[src/logic/oflow_core_pkg.sv]
package oflow_core_pkg;

	// --------------------------------------------------
	// object identifiers
	// --------------------------------------------------

	// id 0 marks an empty slot, stored ids run 1..MAX_OBJECTS
	localparam int ID_LEN = 4;

	// buffer depth
	localparam int MAX_OBJECTS = 8;

	// buffer address, one entry per stored id
	localparam int BUF_ADDR_LEN = $clog2(MAX_OBJECTS);

	typedef logic [ID_LEN-1:0] object_id_t;

	// --------------------------------------------------
	// feature vectors
	// --------------------------------------------------

	// centre x, centre y, width, height
	localparam int FEATURE_COUNT = 4;

	// bits per field
	localparam int FEATURE_LEN = 10;

	// field index inside one vector
	localparam int FEATURE_IDX_LEN = $clog2(FEATURE_COUNT);

	// field 0 sits in the low bits
	typedef logic [FEATURE_COUNT-1:0][FEATURE_LEN-1:0] features_t;

	// --------------------------------------------------
	// buffer to metric lanes
	// --------------------------------------------------

	// two stored objects side by side
	// id_1 zero when the second slot is empty
	typedef struct packed {
		object_id_t id_0;
		object_id_t id_1;
		features_t  features_0;
		features_t  features_1;
	} object_pair_t;

endpackage

[src/logic/oflow_score_pkg.sv]
package oflow_score_pkg;

	// --------------------------------------------------
	// score width
	// --------------------------------------------------

	// worst case is FEATURE_COUNT * 1023 = 4092
	// twelve bits hold it with a little room
	localparam int SCORE_LEN = 12;

	// lower score means a closer match
	typedef logic [SCORE_LEN-1:0] score_t;

	// --------------------------------------------------
	// best match
	// --------------------------------------------------

	// winning stored object and its distance
	// id 0 only before any lane has reported
	typedef struct packed {
		oflow_core_pkg::object_id_t id;
		score_t                     score;
	} best_match_t;

endpackage

[src/logic/oflow_buffer_reader.sv]
module oflow_buffer_reader (
	input  logic                         clk,
	input  logic                         reset_N,

	// write port
	input  logic                         write_en,
	input  oflow_core_pkg::object_id_t   write_id,
	input  oflow_core_pkg::features_t    write_features,

	// run control
	input  logic                         start_score_calc,
	input  oflow_core_pkg::object_id_t   num_objects,
	input  logic                         done_similarity_metric,

	// to lanes and controller
	output oflow_core_pkg::object_pair_t pair,
	output logic                         done_read
);
	import oflow_core_pkg::*;

	// --------------------------------------------------
	// storage and pointers
	// --------------------------------------------------

	// one entry per stored id, no reset on the array
	features_t mem [MAX_OBJECTS];

	// object count latched at start
	object_id_t count;

	// first id of the pair still to be loaded
	object_id_t next_id;

	// id n lives at entry n-1
	function automatic logic [BUF_ADDR_LEN-1:0] id_to_addr(input object_id_t id);
		object_id_t idx;
		idx = id - ID_LEN'(1);
		return idx[BUF_ADDR_LEN-1:0];
	endfunction

	// ids first and first+1, second slot empty past the count
	function automatic object_pair_t make_pair(input object_id_t first_id,
			input object_id_t cnt);
		object_pair_t p;
		object_id_t second_id;
		second_id = first_id + ID_LEN'(1);
		p.id_0 = first_id;
		p.id_1 = (second_id <= cnt) ? second_id : '0;
		p.features_0 = mem[id_to_addr(first_id)];
		p.features_1 = mem[id_to_addr(second_id)];
		return p;
	endfunction

	// plain write port
	always_ff @(posedge clk) begin
		if (write_en)
			mem[id_to_addr(write_id)] <= write_features;
	end

	// --------------------------------------------------
	// pair walk
	// --------------------------------------------------

	always_ff @(posedge clk or negedge reset_N) begin
		if (!reset_N) begin
			pair      <= '0;
			count     <= '0;
			next_id   <= '0;
			done_read <= 1'b0;
		end else begin
			// pulse only
			done_read <= 1'b0;
			if (start_score_calc) begin
				// pair 0 is ids 1 and 2
				pair      <= make_pair(ID_LEN'(1), num_objects);
				count     <= num_objects;
				next_id   <= ID_LEN'(3);
				done_read <= (num_objects <= ID_LEN'(2));
			end else if (done_similarity_metric && (next_id <= count)) begin
				// advance once the lanes finish, nothing after the last pair
				pair      <= make_pair(next_id, count);
				next_id   <= next_id + ID_LEN'(2);
				done_read <= (next_id + ID_LEN'(1) >= count);
			end
		end
	end

	// count must name at least one stored object and fit the buffer
	assert property (@(posedge clk) disable iff (!reset_N)
		start_score_calc |-> (num_objects != '0) && (num_objects <= ID_LEN'(MAX_OBJECTS)));

endmodule

[src/logic/oflow_score_calc.sv]
module oflow_score_calc (
	input  logic                         clk,
	input  logic                         reset_N,

	// buffer fill
	input  logic                         write_en,
	input  oflow_core_pkg::object_id_t   write_id,
	input  oflow_core_pkg::features_t    write_features,

	// run request
	input  logic                         start_score_calc,
	input  oflow_core_pkg::object_id_t   num_objects,
	input  oflow_core_pkg::features_t    query_features,

	// best match
	output oflow_score_pkg::best_match_t result,
	output logic                         result_valid
);
	import oflow_core_pkg::*;
	import oflow_score_pkg::*;

	// --------------------------------------------------
	// internal nets
	// --------------------------------------------------

	// new object, held for the whole run
	features_t query_q;

	object_pair_t pair;
	logic done_read;
	logic start_sm_0;
	logic start_sm_1;
	logic done_sm_0;
	logic done_sm_1;
	score_t score_0;
	score_t score_1;
	logic done_score_calc;

	always_ff @(posedge clk) begin
		if (start_score_calc)
			query_q <= query_features;
	end

	// --------------------------------------------------
	// blocks
	// --------------------------------------------------

	oflow_buffer_reader u_reader (
		.clk(clk), .reset_N(reset_N),
		.write_en(write_en), .write_id(write_id), .write_features(write_features),
		.start_score_calc(start_score_calc), .num_objects(num_objects),
		.done_similarity_metric(done_sm_0), .pair(pair), .done_read(done_read)
	);

	// lane 0 on the first slot, lane 1 on the second
	oflow_similarity_metric u_lane_0 (
		.clk(clk), .reset_N(reset_N), .start(start_sm_0),
		.query(query_q), .candidate(pair.features_0),
		.done(done_sm_0), .score(score_0)
	);

	oflow_similarity_metric u_lane_1 (
		.clk(clk), .reset_N(reset_N), .start(start_sm_1),
		.query(query_q), .candidate(pair.features_1),
		.done(done_sm_1), .score(score_1)
	);

	// equal latency, lane 0 done paces the run
	oflow_score_calc_similarity_metric_fsm u_ctrl (
		.clk(clk), .reset_N(reset_N),
		.start_score_calc(start_score_calc), .done_score_calc(done_score_calc),
		.done_read(done_read), .id_1(pair.id_1),
		.done_similarity_metric(done_sm_0),
		.start_similarity_metric_0(start_sm_0), .start_similarity_metric_1(start_sm_1)
	);

	oflow_score_select u_select (
		.clk(clk), .reset_N(reset_N), .start_score_calc(start_score_calc),
		.done_0(done_sm_0), .score_0(score_0), .done_1(done_sm_1), .score_1(score_1),
		.pair(pair), .done_score_calc(done_score_calc),
		.result(result), .result_valid(result_valid)
	);

endmodule

[src/logic/oflow_score_calc_similarity_metric_fsm.sv]
module oflow_score_calc_similarity_metric_fsm (
	input  logic                       clk,
	input  logic                       reset_N,

	// run control
	input  logic                       start_score_calc,
	output logic                       done_score_calc,

	// buffer side
	input  logic                       done_read,
	input  oflow_core_pkg::object_id_t id_1,

	// lanes
	input  logic                       done_similarity_metric,
	output logic                       start_similarity_metric_0,
	output logic                       start_similarity_metric_1
);

	// --------------------------------------------------
	// state
	// --------------------------------------------------

	typedef enum logic [1:0] {
		idle_st,
		similarity_metric_st,
		wait_st
	} sm_type;

	sm_type current_state;
	sm_type next_state;

	// pair on the lanes is the final one
	logic last;

	// relaunch in the cycle after a done
	logic flg_start_similarity_metric;

	always_ff @(posedge clk or negedge reset_N) begin
		if (!reset_N)
			current_state <= idle_st;
		else
			current_state <= next_state;
	end

	// set by the reader, dropped with the final done
	always_ff @(posedge clk or negedge reset_N) begin
		if (!reset_N)
			last <= 1'b0;
		else if (done_read)
			last <= 1'b1;
		else if (done_similarity_metric && last)
			last <= 1'b0;
	end

	// only a wait to metric move relaunches
	always_ff @(posedge clk or negedge reset_N) begin
		if (!reset_N)
			flg_start_similarity_metric <= 1'b0;
		else
			flg_start_similarity_metric <= (current_state == wait_st) &&
				(next_state == similarity_metric_st);
	end

	// --------------------------------------------------
	// next state and pulses
	// --------------------------------------------------

	always_comb begin
		next_state = current_state;
		start_similarity_metric_0 = 1'b0;
		start_similarity_metric_1 = 1'b0;
		done_score_calc = 1'b0;

		case (current_state)
			idle_st: begin
				if (start_score_calc) begin
					// pair 0 loads at this edge, id_1 still stale here
					// lane 1 always runs for the first pair
					// empty second slot dropped at the selector
					start_similarity_metric_0 = 1'b1;
					start_similarity_metric_1 = 1'b1;
					next_state = similarity_metric_st;
				end
			end

			similarity_metric_st: begin
				if (flg_start_similarity_metric) begin
					start_similarity_metric_0 = 1'b1;
					// second lane only for a real object
					start_similarity_metric_1 = |id_1;
				end
				next_state = wait_st;
			end

			wait_st: begin
				if (done_similarity_metric && !last) begin
					next_state = similarity_metric_st;
				end else if (done_similarity_metric && last) begin
					done_score_calc = 1'b1;
					next_state = idle_st;
				end
			end

			default: next_state = idle_st;
		endcase
	end

	// lane 0 done only after a launch, never mid-setup
	assert property (@(posedge clk) disable iff (!reset_N)
		done_similarity_metric |-> current_state == wait_st);

endmodule

[src/logic/oflow_score_select.sv]
module oflow_score_select (
	input  logic                         clk,
	input  logic                         reset_N,

	input  logic                         start_score_calc,

	// lane results
	input  logic                         done_0,
	input  oflow_score_pkg::score_t      score_0,
	input  logic                         done_1,
	input  oflow_score_pkg::score_t      score_1,

	// ids of the pair the lanes just scored
	input  oflow_core_pkg::object_pair_t pair,

	input  logic                         done_score_calc,
	output oflow_score_pkg::best_match_t result,
	output logic                         result_valid
);
	import oflow_score_pkg::*;

	// --------------------------------------------------
	// running minimum
	// --------------------------------------------------

	best_match_t best;
	best_match_t best_next;

	// lane 0 first, strict compare keeps the lower id on a tie
	always_comb begin
		best_next = best;
		if (done_0 && (score_0 < best_next.score))
			best_next = '{id: pair.id_0, score: score_0};
		// empty second slot never counts
		if (done_1 && (pair.id_1 != '0) && (score_1 < best_next.score))
			best_next = '{id: pair.id_1, score: score_1};
	end

	always_ff @(posedge clk or negedge reset_N) begin
		if (!reset_N)
			best <= '{id: '0, score: '1};
		else if (start_score_calc)
			best <= '{id: '0, score: '1};
		else
			best <= best_next;
	end

	// --------------------------------------------------
	// result
	// --------------------------------------------------

	// last pair folded in on the same edge
	always_ff @(posedge clk) begin
		if (done_score_calc)
			result <= best_next;
	end

	always_ff @(posedge clk or negedge reset_N) begin
		if (!reset_N)
			result_valid <= 1'b0;
		else
			result_valid <= done_score_calc;
	end

	// lanes launch together and share latency
	assert property (@(posedge clk) disable iff (!reset_N) done_1 |-> done_0);

endmodule

[src/logic/oflow_similarity_metric.sv]
module oflow_similarity_metric (
	input  logic                       clk,
	input  logic                       reset_N,

	// launch, one cycle
	input  logic                       start,

	// both vectors stay put for the whole pair
	input  oflow_core_pkg::features_t  query,
	input  oflow_core_pkg::features_t  candidate,

	// result
	output logic                       done,
	output oflow_score_pkg::score_t    score
);
	import oflow_core_pkg::*;
	import oflow_score_pkg::*;

	// --------------------------------------------------
	// field datapath
	// --------------------------------------------------

	logic busy;
	logic [FEATURE_IDX_LEN-1:0] field_idx;
	logic [FEATURE_LEN-1:0] q_field;
	logic [FEATURE_LEN-1:0] c_field;
	logic [FEATURE_LEN-1:0] abs_diff;
	logic last_field;
	score_t acc;

	// one field per cycle
	always_comb begin
		q_field = query[field_idx];
		c_field = candidate[field_idx];
		// unsigned fields, subtract the smaller one
		if (q_field > c_field)
			abs_diff = q_field - c_field;
		else
			abs_diff = c_field - q_field;
	end

	assign last_field = (field_idx == FEATURE_IDX_LEN'(FEATURE_COUNT - 1));

	// --------------------------------------------------
	// sequencing
	// --------------------------------------------------

	// start edge arms the lane, fields follow in the next FEATURE_COUNT cycles
	// done lands FEATURE_COUNT+1 cycles after start
	always_ff @(posedge clk or negedge reset_N) begin
		if (!reset_N) begin
			busy      <= 1'b0;
			field_idx <= '0;
			done      <= 1'b0;
		end else begin
			done <= busy && last_field;
			if (start) begin
				busy      <= 1'b1;
				field_idx <= '0;
			end else if (busy) begin
				field_idx <= field_idx + FEATURE_IDX_LEN'(1);
				if (last_field)
					busy <= 1'b0;
			end
		end
	end

	// accumulator cleared by start, holds after done
	always_ff @(posedge clk) begin
		if (start)
			acc <= '0;
		else if (busy)
			acc <= acc + score_t'(abs_diff);
	end

	assign score = acc;

	// controller only relaunches after done
	assert property (@(posedge clk) disable iff (!reset_N) start |-> !busy);

endmodule

[config.mk]
export PLATFORM = sky130hd
export DESIGN_NAME = oflow_score_calc
export DESIGN_NICKNAME = d
export VERILOG_FILES = /design/src/logic/oflow_core_pkg.sv /design/src/logic/oflow_score_pkg.sv /design/src/logic/oflow_buffer_reader.sv /design/src/logic/oflow_score_calc.sv /design/src/logic/oflow_score_calc_similarity_metric_fsm.sv /design/src/logic/oflow_score_select.sv /design/src/logic/oflow_similarity_metric.sv
export SDC_FILE = /design/constraint.sdc
export NUM_CORES = 1
export LEC_CHECK = 0
export BUFFER_PORTS_ARGS = -buffer_cell sky130_fd_sc_hd__buf_4
export CORE_UTILIZATION = 35
export CTS_CLUSTER_SIZE = 14
export DETAILED_ROUTE_END_ITERATION = 10
export HOLD_SLACK_MARGIN = 0.03
export PLACE_DENSITY = 0.53
export SYNTH_ARGS = -nofsm -noshare
export SYNTH_HDL_FRONTEND = slang
export SYNTH_SLANG_ARGS = --single-unit
export TNS_END_PERCENT = 1
[constraint.sdc]
create_clock -name clk -period 5 [get_ports clk]
set_input_delay 0.25 -clock clk [delete_from_list [all_inputs] [get_ports clk]]
set_output_delay 0.25 -clock clk [all_outputs]
set_load 0.01 [all_outputs]
# [Yosys cells after proc, flatten, opt, wreduce, memory -nomap -nowiden]
# Memory sizes are Yosys's and may differ from the RTL's.
# Index checks and enable logic that the tools add are counted.
[word_totals] elab_cells=127 n_memories=1 reg_bits=206 out_inout_bits=17 in_bits=92 ramBits=320
[mem_list] name="u_reader.mem" words=8 width=40 rd=4 rd_clocked_by_memory_dff=0 write_ports=1 line="oflow_buffer_reader.sv:26" rtl="features_t mem [MAX_OBJECTS];"
[classes] muxes=47 eq_ne=5 n_addsub=13 n_reduce_logical=17 magnitude_cmp=11
[op_table] op="88-bit two-way mux" count=2
[op_table] op="10-bit binary-select mux with 2-bit select" count=4
[op_table] op="10-bit two-way mux" count=6
[op_table] op="16-bit two-way mux" count=3
[op_table] op="10-bit subtractor" count=4
[op_table] op="12-bit by 10-bit adder with 12-bit output" count=2
[op_table] op="12-bit less-than comparator" count=2
[op_table] op="10-bit greater-than comparator" count=2
[op_table] op="1-bit two-way mux" count=18
[op_table] op="2-bit two-way mux" count=8
[op_table] op="4-bit two-way mux" count=3
[op_table] op="1-bit logical AND" count=9
[op_table] op="3-bit by 1-bit subtractor with 3-bit output, second input constant" count=3
[op_table] op="4-bit <= comparator" count=2
[op_table] op="2-bit nonzero test" count=4
[op_table] op="2-bit equality test, second input constant" count=3
[op_table] op="2-bit by 3-bit less-than comparator with 1-bit output, second input constant" count=2
[op_table] op="2-bit one-hot mux with 3 select lines" count=1
[op_table] op="2-bit by 1-bit adder with 2-bit output, second input constant" count=2
[op_table] op="4-bit by 1-bit adder with 4-bit output, second input constant" count=1
[op_table] op="4-bit by 2-bit adder with 4-bit output, second input constant" count=1
[op_table] op="2-bit by 1-bit equality test with 1-bit output, second input constant" count=2
[op_table] op="4-bit >= comparator" count=1
[op_table] op="2-bit by 4-bit <= comparator with 1-bit output, first input constant" count=1
[op_table] op="6 further kinds" count=7

# [Longest topological paths before layout]
[logic_depth] word_depth=7 depth_mapped=21 depth_no_buf=20

# [By module]
# From an unflattened synthesis, not the netlist that was laid out.
[unflattened] hier_cells=1918 area_unflattened_um2=27570.2
[modules_own_cells] module="oflow_buffer_reader" instances=1 seq_area_each_um2=12036.5 cells_per_inst=1130 area_per_inst_um2=19117.1
[modules_own_cells] module="oflow_similarity_metric" instances=2 seq_area_each_um2=340.3 cells_per_inst=246 area_per_inst_um2=2324.7
[modules_own_cells] module="oflow_score_select" instances=1 seq_area_each_um2=920.9 cells_per_inst=238 area_per_inst_um2=2418.6
[modules_own_cells] module="oflow_score_calc" instances=1 seq_area_each_um2=1201.2 cells_per_inst=40 area_per_inst_um2=1201.2
[modules_own_cells] module="oflow_score_calc_similarity_metric_fsm" instances=1 seq_area_each_um2=100.1 cells_per_inst=18 area_per_inst_um2=183.9

# [Least setup slack after synthesis]
# No wires, ideal clock.
[synth_timing] kind="reg2reg" startpoint="register u_lane_1.field_idx[0]" endpoint="register u_lane_1.acc[7], in the netlist u_lane_1.score[7]" path_slack_ns=-0.074 synth_period_minus_slack_ns=5.074 required_ns=4.894 setup_ns=0.106 path_buffers=2 stages_incl_launch_ff=21 t_arrival_ns=4.968 cell_sequence="dfrtp_1 > buf_1 > mux4_2 > inv_1 > ha_1 > inv_1 > fa_1 > a211oi_1 > nor2_1 > o41ai_2 > o22ai_1 > buf_2 > mux2_2 > ha_1 > a21o_1 > a21oi_1 > o21bai_1 > a21oi_1 > o21ai_0 > or3_1 > o311ai_0"
[synth_between] elab_chain_cells=5 word_cells_on_any_way=9 cone_classes="add/sub: 3; order compare: 1; mux: 5"
[synth_rtl] element="from (decl)" line="oflow_similarity_metric.sv:24" rtl="logic [FEATURE_IDX_LEN-1:0] field_idx;"
[synth_rtl] element="from (signal assigned)" line="oflow_similarity_metric.sv:61" rtl="field_idx <= field_idx + FEATURE_IDX_LEN'(1);"
[synth_rtl] element="10-bit binary-select mux with 2-bit select, on equally long branches" line="oflow_similarity_metric.sv:34, oflow_similarity_metric.sv:33"
[synth_rtl] element="10-bit two-way mux, on equally long branches" line="oflow_similarity_metric.sv:34, oflow_similarity_metric.sv:33"
[synth_rtl] element="10-bit subtractor, or another cell as far along" line="oflow_similarity_metric.sv:39" rtl="abs_diff = c_field - q_field;"
[synth_rtl] element="10-bit two-way mux (*)" line="oflow_similarity_metric.sv:36" rtl="if (q_field > c_field)"
[synth_rtl] element="12-bit by 10-bit adder with 12-bit output (*)" line="oflow_similarity_metric.sv:73" rtl="acc <= acc + score_t'(abs_diff);"
[synth_rtl] element="to (signal assigned)" line="oflow_similarity_metric.sv:73"
[synth_rtl] element="to (decl)" line="oflow_similarity_metric.sv:29" rtl="score_t acc;"
# Mark *: on every way between the ends. The rest lies on a longest branch, timed or not. The select of a mux whose other input is x is not followed.
# A chain may end at the register's enable or synchronous reset.

==> results.toml <==
[detailed_routing]
ant_nets = 0
wirelength_um = 69920
wl_per_cell_um = 22.06
drt_pass1_iterations = 6
drc = 0
drt-initial-drc-count = 1244
detail_route.vias_per_cell = 5.254
vias = 16650

[synthesis]
postSynth.asyncResetShare = 0.2395
yosysSeqAreaShare = 0.5516
synth-seq-cells = 526
syn_inst = 1894
synth_flop_cell = "edfxtp_1"
yosysUniqueCellTypes = 70
synth_nets = 2086
syn_area_sq_um = 27080
synth.top_cell.area_share = 0.4169
ys.warnings.count = 0
syn_area_per_cell_sq_um = 14.30
synth_area_leaders = "edfxtp_1 42%, mux4_2 17%, dfrtp_1 11%, ha_1 4.3%, mux2i_1 4.1%"
synth_edf_count = 376
yosys.area.top_type = "edfxtp_1"

[clock_tree]
clock_latency_ns = 0.64
cts-buffers-inserted = 56
clk_pin_slew_worst_paths_ns = 0.06
cts_tree = "yes"
h-tree-depth = 2
cts.sinks = 526
cts_max_path_buffers = 3
root_buffer = "clkbuf_16"

[critical_path]
cp-start-kind = "register"
crit_fanout = 33
critical_path_class = "register to register"
critical_path_required_ns = 5.41
worstPathArrival_ns = 5.09
end_kind = "register"

[pwr]
finalPower_w = 0.01992
p_leak_nw = 12.56
max-vdd-ir-drop_uv = 460.0
power.density_nw_per_um2 = 620.0

[timing]
max_freq_ghz = 0.2135
fin_tns_setup_ns = 0
slew-limit-headroom = 0.2440
rsz0062_at_grt = "false"
setup_viol = 0
hold_ws_ns = 0.06929
finalHoldViolCount = 0
min_period_over_period = 0.9370
tightestPinTransition_ns = 1.131
fin_skew_ns = 0.04539
maxSlewViolCount = 0
period_minus_slack_ns = 4.685

[layout]
layout_commonest_cell = "edfxtp_1"
fin_nets = 2282
drive_gt1_frac = 0.2606
fin_util = 0.4215
syn2layout_area_growth_pct = 18.60
fin_cells = 3169
final_cell_mix = "376 x edfxtp_1, 242 x nand2_1, 200 x mux4_2, 155 x buf_4, 111 x mux2i_1"

[placed_design]
port_buffers = 107
dp.cells = 2975
place_hpwl_um = 46210
gp_congestion = 0.8693

[floorplanning]
io_pins = 109
chipWidth_um = 280.2
die_h_um = 280.2
rows = 101
dieArea_sq_um = 78500
start_util = 0.3554
core_sq_um = 76200

[flow_run]
cap_violations = 0

[grt]
grt_first_pass_wirelength_um = 106600
globalRouteTotalUtil = 0.1804
grt.overflow.total = 0
first_global_vias = 17230
antenna_found_initial = 7
grt_max_degree = 121

[worst_hold_path]
holdCritPathClass = "input port to register"

[outcome]
outcome = "finished, final reports clean"
## registers in the layout (all words and copies together) (netlist names), 2 cells and up
name	flops
u_reader.mem	320
query_q	40
u_reader.next_id	4
u_ctrl.current_state	2
u_reader.count	4
u_lane_0.field_idx	2
u_lane_1.field_idx	2
u_select.result	16
u_lane_0.score	12
u_reader.pair	88
u_lane_1.score	12
u_select.best	16
## synth_stat cells (11+ instances only)
master / n
a21o_1: 32
nand2_1: 244
dfxtp_1: 24
o21ai_0: 99
edfxtp_1: 376
mux2_2: 43
inv_1: 82
dfrtp_1: 114
clkbuf_1: 71
o21ai_1: 21
buf_2: 21
mux2i_1: 111
nor2_1: 55
xor2_1: 13
a21oi_1: 49
dfstp_2: 12
o31ai_1: 15
xnor2_1: 27
mux4_2: 200
nor2b_1: 11
ha_1: 94
## logic make-up (layout without fill, tap and decap cells)
kind of cell / count (synthesis) / count (layout) / synth area share
XOR/XNOR: 40 / 40 / 0.01293
buffers and inverters: 195 / 438 / 0.02966
adder cells (fa/ha/maj): 100 / 100 / 0.04786
other: 0 / 2 / 0
multiplexers: 362 / 362 / 0.2295
flip-flops: 526 / 526 / 0.5516
AND/OR/NAND/NOR: 375 / 375 / 0.05932
AO/OA/AOI/OAI: 296 / 296 / 0.06920
## critical path, stage by stage, from the launching register on
cell	delay [ns]
dfstp_2	0.54
inv_1	0.05
ha_1	0.30
a21o_1	0.20
a211oi_4	0.34
o211ai_2	0.21
and2_4	0.30
a21oi_1	0.34
ha_1	0.31
a21o_1	0.18
a2111oi_1	0.54
o21ai_0	0.28
nor2_2	0.21
buf_4	0.33
o21ai_0	0.19
o31ai_1	0.12
## where the power goes
| group | internal, W | switching, W | total [W] |
|---|---|---|---|
| Sequential | 0.00530 | 0.000543 | 0.00585 |
| Combinational | 0.00470 | 0.00509 | 0.00979 |
| Clock | 0.00247 | 0.00182 | 0.00428 |
| Total | 0.0125 | 0.00745 | 0.0199 |
## cell type report
cell class,instances,area (sq um)
Antenna cell,2,5.005
Clock buffer,71,1549
Clock inverter,34,360.3
Fill cell,6909,44080
Inverter,84,315.3
Multi-Input combinational cell,1173,11480
Sequential cell,526,14950
Tap cell,1030,1289
Timing Repair Buffer,249,2177
## routing by layer
metal / GRT usage / share of wire / vias to the layer above
met3: 0.02615 / 0.039 / 117
met1: 0.2320 / 0.42 / 8489
met2: 0.3095 / 0.50 / 363
li1: - / - / 7672
met4: 0.06361 / 0.033 / 10
met5: 0 / 0.00096 / -
## worst paths after layout
path	to	startpoint	cells after the start	slack (ns)
min reg2reg	u_ctrl.last	u_reader.done_read	1	0.43
min	u_reader.pair[86]	start_score_calc	2	0.07
max reg2reg	u_select.result[1]	u_select.best[10]	15	0.32
max	u_select.result[1]	u_select.best[10]	15	0.32
min in group asynchronous	u_select.result_valid	reset_N	2	0.09
max in group asynchronous	u_reader.next_id[0]	reset_N	3	3.73
## metrics by stage
step / cell area, sq um / worst slack (ns)
after global routing: 32120 / 0.01146
after global placement: 29300 / 0.1790
after CTS: 32060 / 0.01720
final: 32120 / 0.3151
after floorplan: 27090 / 0.01539
after detailed placement: 29300 / 0.04488
## timing repair
| action | CTS | global route |
|---|---|---|
| setup endpoints to repair | 0 | 15 |
| gates resized for setup | 0 | 9 |
| hold buffers | 85 | 0 |
| endpoints found under the hold margin | 397 | 0 |
| buffers inserted | 0 | 2 |
No activity file was read; power rests on OpenSTA's default activity.
